--- config.mk ---
export PLATFORM = sky130hd
export DESIGN_NAME = dual_piso_top
export DESIGN_NICKNAME = d
export VERILOG_FILES = /design/src/dual_piso_cfg_pkg.sv /design/src/dual_piso_types_pkg.sv /design/src/bram_infer.sv /design/src/skid_buffer.sv /design/src/piso.sv /design/src/lane_merge.sv /design/src/dual_piso_top.sv
export SDC_FILE = /design/constraint.sdc
export NUM_CORES = 1
export LEC_CHECK = 0
export BUFFER_PORTS_ARGS = -buffer_cell sky130_fd_sc_hd__buf_2
export CAP_MARGIN = 5
export CELL_PAD_IN_SITES_DETAIL_PLACEMENT = 1
export CELL_PAD_IN_SITES_GLOBAL_PLACEMENT = 1
export CORE_MARGIN = 1
export CORE_UTILIZATION = 50
export CTS_BUF_LIST = sky130_fd_sc_hd__clkbuf_8
export CTS_CLUSTER_SIZE = 25
export DETAILED_ROUTE_END_ITERATION = 16
export GPL_ROUTABILITY_DRIVEN = 0
export HOLD_SLACK_MARGIN = 0.03
export PLACE_DENSITY_LB_ADDON = 0.1
export SYNTH_ARGS = -nofsm -noshare
export SYNTH_HDL_FRONTEND = slang
export SYNTH_HIERARCHICAL = 1
export SYNTH_SLANG_ARGS = --single-unit
--- constraint.sdc ---
create_clock -name clk -period 10.35 [get_ports clk]
set_input_delay 1.035 -clock clk [delete_from_list [all_inputs] [get_ports clk]]
set_output_delay 1.035 -clock clk [all_outputs]
set_load 0.01 [all_outputs]
--- src/dual_piso_cfg_pkg.sv ---
`default_nettype none

// sizes of the two-lane serializer
// every derived count follows from the widths and depths set here
package dual_piso_cfg_pkg;

    // one input word per din_valid strobe
    localparam int word_width = 64;

    // one output beat per valid/ready transfer
    localparam int beat_width = 16;

    // beats cut from a single word, slice 0 leaves first
    localparam int beats_per_word = word_width / beat_width;

    // words held by the FIFO of one lane
    localparam int fifo_depth = 8;
    localparam int fifo_addr_width = $clog2(fifo_depth);

    // counter that walks the slices of a word
    localparam int beat_idx_width = $clog2(beats_per_word);

    // lanes feeding the merger and the width of the lane tag
    localparam int num_lanes = 2;
    localparam int lane_idx_width = $clog2(num_lanes);

endpackage

`default_nettype wire

--- src/dual_piso_types_pkg.sv ---
`default_nettype none

// bundles that cross module boundaries in the serializer
package dual_piso_types_pkg;

    import dual_piso_cfg_pkg::*;

    // word offered to a lane on a plain strobe, there is no ready
    typedef struct packed {
        logic [word_width-1:0] data;
        logic                  valid;
    } word_in_t;

    // beat data between a lane and the merger
    // valid and ready run beside it as separate wires
    typedef struct packed {
        logic [beat_width-1:0] data;
    } lane_beat_t;

    // beat on the merged output stream
    // lane tells where it came from, last closes the word
    typedef struct packed {
        logic [beat_width-1:0]     data;
        logic [lane_idx_width-1:0] lane;
        logic                      last;
    } merged_beat_t;

endpackage

`default_nettype wire

--- src/bram_infer.sv ---
`timescale 1ns/1ps
`default_nettype none

// simple dual-port RAM, one write port and one read port
// the read output is registered so synthesis maps it onto block RAM
module bram_infer #(
    parameter int n_addr     = 8,
    parameter int data_width = 64
) (
    input  logic                      clk,
    input  logic                      wen,
    input  logic                      ren,
    input  logic [$clog2(n_addr)-1:0] wadd,
    input  logic [$clog2(n_addr)-1:0] radd,
    input  logic [data_width-1:0]     win,
    output logic [data_width-1:0]     wout
);

    logic [data_width-1:0] mem [n_addr];

    always_ff @(posedge clk) begin
        if (wen) begin
            mem[wadd] <= win;
        end
    end

    // the output word stays put until the next read, so a lane can
    // keep slicing it for as long as it needs
    always_ff @(posedge clk) begin
        if (ren) begin
            wout <= mem[radd];
        end
    end

endmodule

`default_nettype wire

--- src/skid_buffer.sv ---
`timescale 1ns/1ps
`default_nettype none

// two-entry register slice on a valid/ready stream
// din_ready comes straight from a flop, so the ready path from the
// consumer ends here and does not reach the producer
module skid_buffer (
    input  logic                            clk,
    input  logic                            rst,
    input  dual_piso_types_pkg::lane_beat_t din,
    input  logic                            din_valid,
    output logic                            din_ready,
    output dual_piso_types_pkg::lane_beat_t dout,
    output logic                            dout_valid,
    input  logic                            dout_ready
);

    import dual_piso_types_pkg::*;

    lane_beat_t skid_beat;
    logic       skid_valid;
    logic       main_free;

    // the main register can load when it is empty or draining this cycle
    assign main_free = !dout_valid || dout_ready;

    // input ready drops only once both entries are taken
    assign din_ready = !skid_valid;

    always_ff @(posedge clk) begin
        if (rst) begin
            dout_valid <= 1'b0;
            skid_valid <= 1'b0;
        end else if (main_free) begin
            // the skid entry is older than anything on din, it goes first
            dout_valid <= skid_valid || din_valid;
            skid_valid <= 1'b0;
        end else if (din_valid && din_ready) begin
            skid_valid <= 1'b1;
        end
    end

    always_ff @(posedge clk) begin
        if (main_free) begin
            dout <= skid_valid ? skid_beat : din;
        end
        // this copy only matters when the main register is stalled
        if (din_ready) begin
            skid_beat <= din;
        end
    end

    // a beat on offer is never withdrawn or changed before it is taken
    assert property (@(posedge clk) disable iff (rst)
        dout_valid && !dout_ready |=> dout_valid && $stable(dout));

endmodule

`default_nettype wire

--- src/piso.sv ---
`timescale 1ns/1ps
`default_nettype none

// one serializer lane
// word in -> FIFO on block RAM -> slice mux -> skid buffer -> beats out
module piso (
    input  logic                            clk,
    input  logic                            rst,
    input  dual_piso_types_pkg::word_in_t   word_in,
    output logic                            fifo_full,
    output dual_piso_types_pkg::lane_beat_t beat,
    output logic                            beat_valid,
    input  logic                            beat_ready
);

    import dual_piso_cfg_pkg::*;
    import dual_piso_types_pkg::*;

    typedef enum logic {
        st_idle,
        st_busy
    } state_t;

    // pointers carry one extra bit to tell full from empty
    logic [fifo_addr_width:0] wptr;
    logic [fifo_addr_width:0] rptr;
    logic [fifo_addr_width:0] fill;
    logic                     empty;
    logic                     full;
    logic                     ram_wen;
    logic                     ram_ren;
    logic [word_width-1:0]    rd_word;

    state_t                    state;
    logic [beat_idx_width-1:0] slice;
    logic                      last_slice;

    lane_beat_t sk_din;
    logic       sk_valid;
    logic       sk_ready;

    assign empty = (wptr == rptr);
    assign full  = (wptr[fifo_addr_width] != rptr[fifo_addr_width]) &&
                   (wptr[fifo_addr_width-1:0] == rptr[fifo_addr_width-1:0]);
    assign fill  = wptr - rptr;

    assign fifo_full = full;

    // a word offered while full is dropped and never reaches the RAM
    assign ram_wen = word_in.valid && !full;

    // pop a word only when the slicer is free and the skid buffer has room
    assign ram_ren = (state == st_idle) && !empty && sk_ready;

    always_ff @(posedge clk) begin
        if (rst) begin
            wptr <= '0;
        end else if (ram_wen) begin
            wptr <= wptr + 1'b1;
        end
    end

    always_ff @(posedge clk) begin
        if (rst) begin
            rptr <= '0;
        end else if (ram_ren) begin
            rptr <= rptr + 1'b1;
        end
    end

    bram_infer #(
        .n_addr     (fifo_depth),
        .data_width (word_width)
    ) ram0 (
        .clk  (clk),
        .wen  (ram_wen),
        .ren  (ram_ren),
        .wadd (wptr[fifo_addr_width-1:0]),
        .radd (rptr[fifo_addr_width-1:0]),
        .win  (word_in.data),
        .wout (rd_word)
    );

    assign last_slice = (slice == beat_idx_width'(beats_per_word - 1));

    // the RAM output is valid from the first busy cycle on, so the slices
    // can be offered right away; the slice only advances on a transfer
    always_ff @(posedge clk) begin
        if (rst) begin
            state <= st_idle;
            slice <= '0;
        end else begin
            case (state)
                st_idle: begin
                    slice <= '0;
                    if (ram_ren) begin
                        state <= st_busy;
                    end
                end
                st_busy: begin
                    if (sk_ready) begin
                        slice <= slice + 1'b1;
                        if (last_slice) begin
                            state <= st_idle;
                        end
                    end
                end
                default: begin
                    state <= st_idle;
                end
            endcase
        end
    end

    assign sk_valid    = (state == st_busy);
    assign sk_din.data = rd_word[slice * beat_width +: beat_width];

    skid_buffer skid0 (
        .clk        (clk),
        .rst        (rst),
        .din        (sk_din),
        .din_valid  (sk_valid),
        .din_ready  (sk_ready),
        .dout       (beat),
        .dout_valid (beat_valid),
        .dout_ready (beat_ready)
    );

    // a write must land in a slot that holds no unread word
    assert property (@(posedge clk) disable iff (rst)
        ram_wen |-> fill < (fifo_addr_width + 1)'(fifo_depth));

    // the pointers never drift further apart than the RAM holds
    assert property (@(posedge clk) disable iff (rst)
        fill <= (fifo_addr_width + 1)'(fifo_depth));

endmodule

`default_nettype wire

--- src/lane_merge.sv ---
`timescale 1ns/1ps
`default_nettype none

// merges the beat streams of two lanes into one output stream
// a lane keeps the grant for a whole word and lanes alternate at word ends
module lane_merge (
    input  logic                              clk,
    input  logic                              rst,
    input  dual_piso_types_pkg::lane_beat_t   beat_a,
    input  logic                              beat_valid_a,
    output logic                              beat_ready_a,
    input  dual_piso_types_pkg::lane_beat_t   beat_b,
    input  logic                              beat_valid_b,
    output logic                              beat_ready_b,
    output dual_piso_types_pkg::merged_beat_t out_beat,
    output logic                              out_valid,
    input  logic                              out_ready
);

    import dual_piso_cfg_pkg::*;
    import dual_piso_types_pkg::*;

    logic [lane_idx_width-1:0] grant;
    logic [lane_idx_width-1:0] other;
    logic [beat_idx_width-1:0] beat_cnt;
    logic                      last_beat;
    logic                      can_load;
    logic                      sel_valid;
    logic                      other_valid;
    logic                      take;
    lane_beat_t                sel_beat;

    // round robin over the lanes, wrapping after the highest index
    assign other = (grant == lane_idx_width'(num_lanes - 1)) ? '0 : grant + 1'b1;

    assign sel_valid   = (grant == '0) ? beat_valid_a : beat_valid_b;
    assign other_valid = (grant == '0) ? beat_valid_b : beat_valid_a;
    assign sel_beat    = (grant == '0) ? beat_a : beat_b;

    // the output register takes a new beat when empty or being drained
    assign can_load = !out_valid || out_ready;
    assign take     = can_load && sel_valid;

    assign beat_ready_a = can_load && (grant == '0);
    assign beat_ready_b = can_load && (grant != '0);

    assign last_beat = (beat_cnt == beat_idx_width'(beats_per_word - 1));

    always_ff @(posedge clk) begin
        if (rst) begin
            grant     <= '0;
            beat_cnt  <= '0;
            out_valid <= 1'b0;
        end else begin
            if (can_load) begin
                out_valid <= sel_valid;
            end
            if (take) begin
                beat_cnt <= beat_cnt + 1'b1;
                if (last_beat && other_valid) begin
                    grant <= other;
                end
            end else if (beat_cnt == '0 && !sel_valid && other_valid) begin
                // between words an idle granted lane hands over to a waiting
                // one, otherwise the waiting lane could starve
                grant <= other;
            end
        end
    end

    always_ff @(posedge clk) begin
        if (take) begin
            out_beat.data <= sel_beat.data;
            out_beat.lane <= grant;
            out_beat.last <= last_beat;
        end
    end

    // beats of one word are never interleaved with the other lane
    assert property (@(posedge clk) disable iff (rst)
        beat_cnt != '0 |-> $stable(grant));

endmodule

`default_nettype wire

--- src/dual_piso_top.sv ---
`timescale 1ns/1ps
`default_nettype none

// two serializer lanes feeding one merged beat stream
module dual_piso_top (
    input  logic                              clk,
    input  logic                              rst,
    input  dual_piso_types_pkg::word_in_t     word_in_a,
    input  dual_piso_types_pkg::word_in_t     word_in_b,
    output logic                              fifo_full_a,
    output logic                              fifo_full_b,
    output dual_piso_types_pkg::merged_beat_t out_beat,
    output logic                              out_valid,
    input  logic                              out_ready
);

    import dual_piso_types_pkg::*;

    lane_beat_t beat_a;
    lane_beat_t beat_b;
    logic       beat_valid_a;
    logic       beat_valid_b;
    logic       beat_ready_a;
    logic       beat_ready_b;

    piso lane_a (
        .clk        (clk),
        .rst        (rst),
        .word_in    (word_in_a),
        .fifo_full  (fifo_full_a),
        .beat       (beat_a),
        .beat_valid (beat_valid_a),
        .beat_ready (beat_ready_a)
    );

    piso lane_b (
        .clk        (clk),
        .rst        (rst),
        .word_in    (word_in_b),
        .fifo_full  (fifo_full_b),
        .beat       (beat_b),
        .beat_valid (beat_valid_b),
        .beat_ready (beat_ready_b)
    );

    // lane a carries tag 0 and lane b tag 1
    lane_merge merge0 (
        .clk          (clk),
        .rst          (rst),
        .beat_a       (beat_a),
        .beat_valid_a (beat_valid_a),
        .beat_ready_a (beat_ready_a),
        .beat_b       (beat_b),
        .beat_valid_b (beat_valid_b),
        .beat_ready_b (beat_ready_b),
        .out_beat     (out_beat),
        .out_valid    (out_valid),
        .out_ready    (out_ready)
    );

endmodule

`default_nettype wire

## After elaboration in Yosys (flattened, before gate mapping)

Memory sizes are Yosys's and may differ from the RTL's. A register that Yosys moved wholly into a read port is not among the register bits.
Index checks and enable logic that the tools add are counted.

| word-level totals | value |
|---|---|
| bits in registers | 112 |
| latch bits | 0 |
| memory bits (writable) | 1024 |
| memory bits (read-only) | 0 |
| bits of input ports | 133 |
| output and inout port bits | 21 |
| word-level logic and storage cells | 110 |
| memories | 2 |

| cells by class | value |
|---|---|
| add/subtract/negate cells | 8 |
| multipliers | 0 |
| div/mod/pow operators | 0 |
| $lt $le $gt $ge | 0 |
| equal/unequal tests | 12 |
| shifts and indexed selects | 2 |
| multiplexer cells | 25 |
| bitwise gates (word level) | 3 |
| reduce and logical (&&, ||, !) cells | 36 |

Memory list:

| name | depth | bits a word | read ports | clocked after Yosys merged registers in | wr ports | line | RTL |
|---|---|---|---|---|---|---|---|
| lane_a.ram0.mem | 8 | 64 | 1 | 1 | 1 | bram_infer.sv:19 | `logic [data_width-1:0] mem [n_addr];` |
| lane_b.ram0.mem | 8 | 64 | 1 | 1 | 1 | bram_infer.sv:19 |  |

Operator list:

| operator | count |
|---|---|
| 64-bit by 7-bit indexed part select with 16-bit output | 2 |
| 16-bit 2-to-1 mux | 3 |
| 4-bit by 1-bit adder with 4-bit output (second input constant) | 4 |
| 1-bit logical AND | 16 |
| 1-bit 2-to-1 mux | 16 |
| 1-bit zero test | 10 |
| 4-bit equality test | 2 |
| 2-bit one-hot mux with 2 select lines | 2 |
| 2-bit by 1-bit adder with 2-bit output (second input constant) | 3 |
| 2-bit equality test (second input constant) | 3 |
| 3-bit equality test | 2 |
| 2-bit != test (second input constant) | 3 |
| 1-bit logical OR | 5 |
| 2-bit 2-to-1 mux | 2 |
| 1-bit one-hot mux with 2 select lines | 2 |
| 2-bit OR reduction | 2 |
| 1-bit NOT | 3 |
| 2-bit zero test | 1 |
| 1-bit != test | 2 |
| 2-bit AND reduction | 1 |
| 2-bit nonzero test | 1 |
| 1-bit adder (second input constant) | 1 |

## Logic depth before layout (Yosys ltp)

| depth | value |
|---|---|
| word-level depth | 6 |
| gate-level depth with buffers | 7 |
| depth with buffers taken out | 6 |

## Modules after synthesis

Netlist, hierarchy kept.

By module, submodules not included:

| module | instances | cells each | area an instance (sq um) | sequential area each (sq um) |
|---|---|---|---|---|
| bram_infer | 2 | 816 | 21187.8 | 17296.6 |
| skid_buffer | 2 | 57 | 1106.1 | 840.8 |
| piso | 2 | 79 | 923.4 | 220.2 |
| lane_merge | 1 | 65 | 977.2 | 620.6 |

## Worst setup path after synthesis

Ideal clock, no wire load.

| timing | value |
|---|---|
| kind | input to register |
| start point | in word_in_b[0] in the netlist's numbering |
| end point | mem lane_b.ram0.mem[0][0], enable pin |
| setup time | 565 ps |
| arrival time | 5853 ps |
| data required time | 9785 ps |
| setup slack | 3932 ps |
| stages on the path | 5 |
| buffers on the path | 0 |
| path through | inv_1 > a41o_1 > inv_1 > nand2b_1 > nor3_1 |

| on the way | value |
|---|---|
| word-level cells in the longest chain between the ends | 3 |

RTL lines:

| element | line | RTL |
|---|---|---|
| start: declaration | dual_piso_top.sv:9 | `input dual_piso_types_pkg::word_in_t word_in_b,` |
| 1-bit logical AND | piso.sv:50 | `assign ram_wen = word_in.valid && !full;` |
| via lane_b.ram_wen | piso.sv:30 | `logic ram_wen;` |
| 1-bit 2-to-1 mux | bram_infer.sv:22 | `if (wen) begin` |
| 1-bit 2-to-1 mux (implied by the code) | bram_infer.sv:23 | `mem[wadd] <= win;` |
| end: declaration | bram_infer.sv:19 |  |

The timed path passes the listed nets, and every way through them passes these cells.

## Final worst setup path

| timing | value |
|---|---|
| start point | reg lane_b.rptr[0] |
| end point | mem lane_b.ram0.mem[3][57], enable pin |

| on the way | value |
|---|---|
| word-level cells in the longest chain between the ends | 6 |

RTL lines:

| element | line | RTL |
|---|---|---|
| start: declaration | piso.sv:26 | `logic [fifo_addr_width:0] rptr;` |
| start signal: assignment | piso.sv:67 | `rptr <= rptr + 1'b1;` |
| 3-bit equality test | piso.sv:44 | `(wptr[fifo_addr_width-1:0] == rptr[fifo_addr_width-1:0]);` |
| 1-bit logical AND | piso.sv:43 | `assign full = (wptr[fifo_addr_width] != rptr[fifo_addr_width]) &&` |
| 1-bit zero test | piso.sv:50 |  |
| 1-bit logical AND | piso.sv:50 |  |
| via lane_b.ram_wen | piso.sv:30 |  |
| 1-bit 2-to-1 mux | bram_infer.sv:22 |  |
| 1-bit 2-to-1 mux (implied by the code) | bram_infer.sv:23 |  |

The timed path passes the listed nets, and every way through them passes these cells.

==> run_results.csv <==
group,metric,value,unit
grt,grt_first_pass_wirelength,150,mm
pwr,switchingPower,3310,uW
grt,antenna_found_initial,34,
clocking,post_cts_buffers,0,
grt,grt_max_degree,98,
timing,skew,34.0,ps
pwr,p_sw_share,26.5,%
timing,grt_setup_unrepaired,"false",
pwr,p_int,9210,uW
logic_synthesis,yosysWarningCount,6,
drt,via_per_inst,5.68,
logic_synthesis,ys_seq_area_share,78.7,%
final_layout,area_delta_synth_final,12.1,%
timing,fin_crit,3790,ps
floorplanning,die_h,310,um
pwr,p_leak,0.0171,uW
drt,first_pass_iters,5,
final_layout,final_area,53200,um2
final_layout,layout.nets,2417,
logic_synthesis,syn_nets,2110,
grt,grtUsageTotal,22.0,%
placement,dp.final_hpwl,58.1,mm
drt,drc,0,
timing,final-setup-viol-count,0,
floorplanning,start_util,50.6,%
critical_path,cp-end-kind,"register",
final_layout,fillers,7985,
critical_path,worstPathMaxFanout,40,
drt,drt.antenna.violating_nets,0,
floorplanning,pin_count,154,
logic_synthesis,ys_types,35,
logic_synthesis,synth_area_per_cell,24.1,um2
critical_path,worst_ep_arrival_time,4240,ps
floorplanning,die-area,96100,um2
clocking,cts.root.buffer_cell,"clkbuf_8",
clocking,cts.sinks,1264,
clocking,hold_buffers,0,
drt,routed_wl,103,mm
clocking,clk_pin_slew,60,ps
clocking,cts_resized,0,
floorplanning,rows,112,
pwr,combPwrFrac,15.7,%
clocking,htree_levels,4,
job,drv_cap,0,
drt,routedWlPerCell,27.9,um
grt,grt_pass1_vias,22500,
timing,hold_viol,0,
floorplanning,die_w,310,um
timing,tightest_slew,1140,ps
clocking,cts_tree,"done",
critical_path,worstSetupPathType,"reg -> reg",
timing,period_share,36.6,%
critical_path,startpoint_type,"register",
clocking,clockBufferDepth,3,
final_layout,drive_gt1_share,37.8,%
grt,gr-total-overflow,0,
pwr,clkPwrFrac,30.0,%
timing,fmax,0.264,GHz
logic_synthesis,syn_inst,1969,
critical_path,worstPathRequired,10800,ps
hold_path,hold_path.class,"in -> reg",
placement,io_buffers,153,
pwr,p_per_area,235,nW/um2
logic_synthesis,ys_ff_latch,1264,
placement,placed_area,49600,um2
logic_synthesis,syn-cell-area,47400,um2
status,status,"completed",
timing,drv_slew,0,
clocking,cts_made_buffers,201,
timing,max_slew_margin,24.1,%
clocking,insertion_delay,860,ps
timing,tns,0,ps
pwr,peakVddDrop,166,uV
drt,vias,21000,
drt,drt-initial-drc-count,1576,
pwr,power_frac_seq,54.2,%
floorplanning,core_area,93600,um2
-- flip-flops by register name, indices dropped and copies added, names as in the netlist, 16 cells and up --
name                    count
lane_b/skid0/dout          16
lane_a/ram0/mem           512
lane_b/ram0/wout           64
lane_a/skid0/dout          16
lane_b/ram0/mem           512
lane_a/skid0/skid_beat     16
merge0/out_beat            18
lane_b/skid0/skid_beat     16
lane_a/ram0/wout           64
-- per-layer routing --
metal,wire length (um),vias up,track usage (%),share of wire (%)
li1,-,8951,-,-
met1,46800,11200,32.0,45
met2,47700,589,32.9,46
met3,6420,184,6.11,6.2
met4,1820,26,5.65,1.8
met5,164,-,0,0.16
-- cell families after synthesis --
family	after synthesis	synth area share [%]
flip-flops	1264	78.7
multiplexers	473	18.2
XOR/XNOR	17	0.314
AND/OR/NAND/NOR	85	0.852
buffers and inverters	96	1.31
adder cells (fa/ha/maj)	8	0.211
AO/OA/AOI/OAI	26	0.385
-- worst max-delay path, stage by stage (launching register included) --
cell	delay (ps)
dfxtp_4	830
xnor2_1	280
a41o_1	320
inv_1	100
nand2b_1	220
nor2_4	850
buf_4	720
-- metrics by stage --
stage / worst slack [ps] / cells / hold WS [ps] / total power [uW] / utilization (%)
final: 6560 / 3693 / 441 / 12500 / 56.8
after global placement: 6550 / 3327 / 455 / 8860 / 53.0
after global routing: 6300 / 3692 / 378 / 13000 / 56.8
after floorplan: 3930 / 1969 / 444 / 8100 / -
after CTS: 6500 / 3690 / 343 / 12700 / 56.8
after detailed placement: 6500 / 3327 / 457 / 8890 / 53.0
-- final timing paths --
kind | startpoint | slack [ps] | cells past startpoint | endpoint
max reg2reg | lane_b/rptr[0] | 6560 | 6 | lane_b/ram0/mem[3][57]
min reg2reg | lane_a/skid0/skid_beat[8] | 470 | 1 | lane_a/skid0/skid_beat[8]
min | word_in_a[29] | 440 | 1 | lane_a/ram0/mem[1][28]
max | lane_b/rptr[0] | 6560 | 6 | lane_b/ram0/mem[3][57]
-- Yosys cell counts (all sizes together) --
library cell	instances	share of area, %
a2111oi	1	0.032
a21o	1	0.016
a21oi	13	0.14
a31o	2	0.037
a41o	2	0.042
a41oi	2	0.069
and2	1	0.013
and2b	1	0.016
buf	63	1.0
clkbuf	23	0.18
dfxtp	62	2.6
edfxtp	1202	76
ha	8	0.21
inv	10	0.079
mux2	178	4.4
mux2i	7	0.15
mux4	288	14
nand2	9	0.071
nand2b	13	0.17
nand3	5	0.053
nand4	2	0.026
nor2	39	0.31
nor2b	3	0.040
nor3	6	0.063
o21ai	5	0.053
or2b	2	0.032
or3	4	0.053
xnor2	13	0.24
xor2	4	0.074
-- cell type report --
type / count / area, um2 / share of cell area [%]
flip-flops and latches: 1264 / 37400 / 70.3
multi-input cells: 609 / 9590 / 18.0
clock buffers: 206 / 2840 / 5.33
well taps: 1254 / 1570 / 2.95
repair buffers: 190 / 1060 / 1.99
clock inverters: 157 / 714 / 1.34
inverters: 10 / 37.5 / 0.0706
diodes: 3 / 7.51 / 0.0141
-- cell usage in the layout, fill, tap and decap left out, types with 6 or more instances in the layout --
cell type,count
a21oi_1,13
clkbuf_8,206
buf_4,36
buf_2,153
nand2b_1,13
clkinv_2,16
nand2_1,9
inv_1,93
mux2_2,162
edfxtp_1,1202
mux2_4,16
nor2_4,12
mux2i_1,7
mux4_2,288
xnor2_1,13
dfxtp_4,6
nor2_1,26
ha_1,8
clkinv_1,44
dfxtp_1,54
-- power by group through the flow --
stage          clock network, uW  registers [uW]  logic, uW
3_5_place_dp                   0            6890       2000
3_3_place_gp                   0            6870       1980
2_1_floorplan                  0            6590       1510
4_1_cts                     3880            6790       2010
6_report                    3760            6790       1970
5_1_grt                     4080            6850       2100
Power figures use the tool's default switching activity.
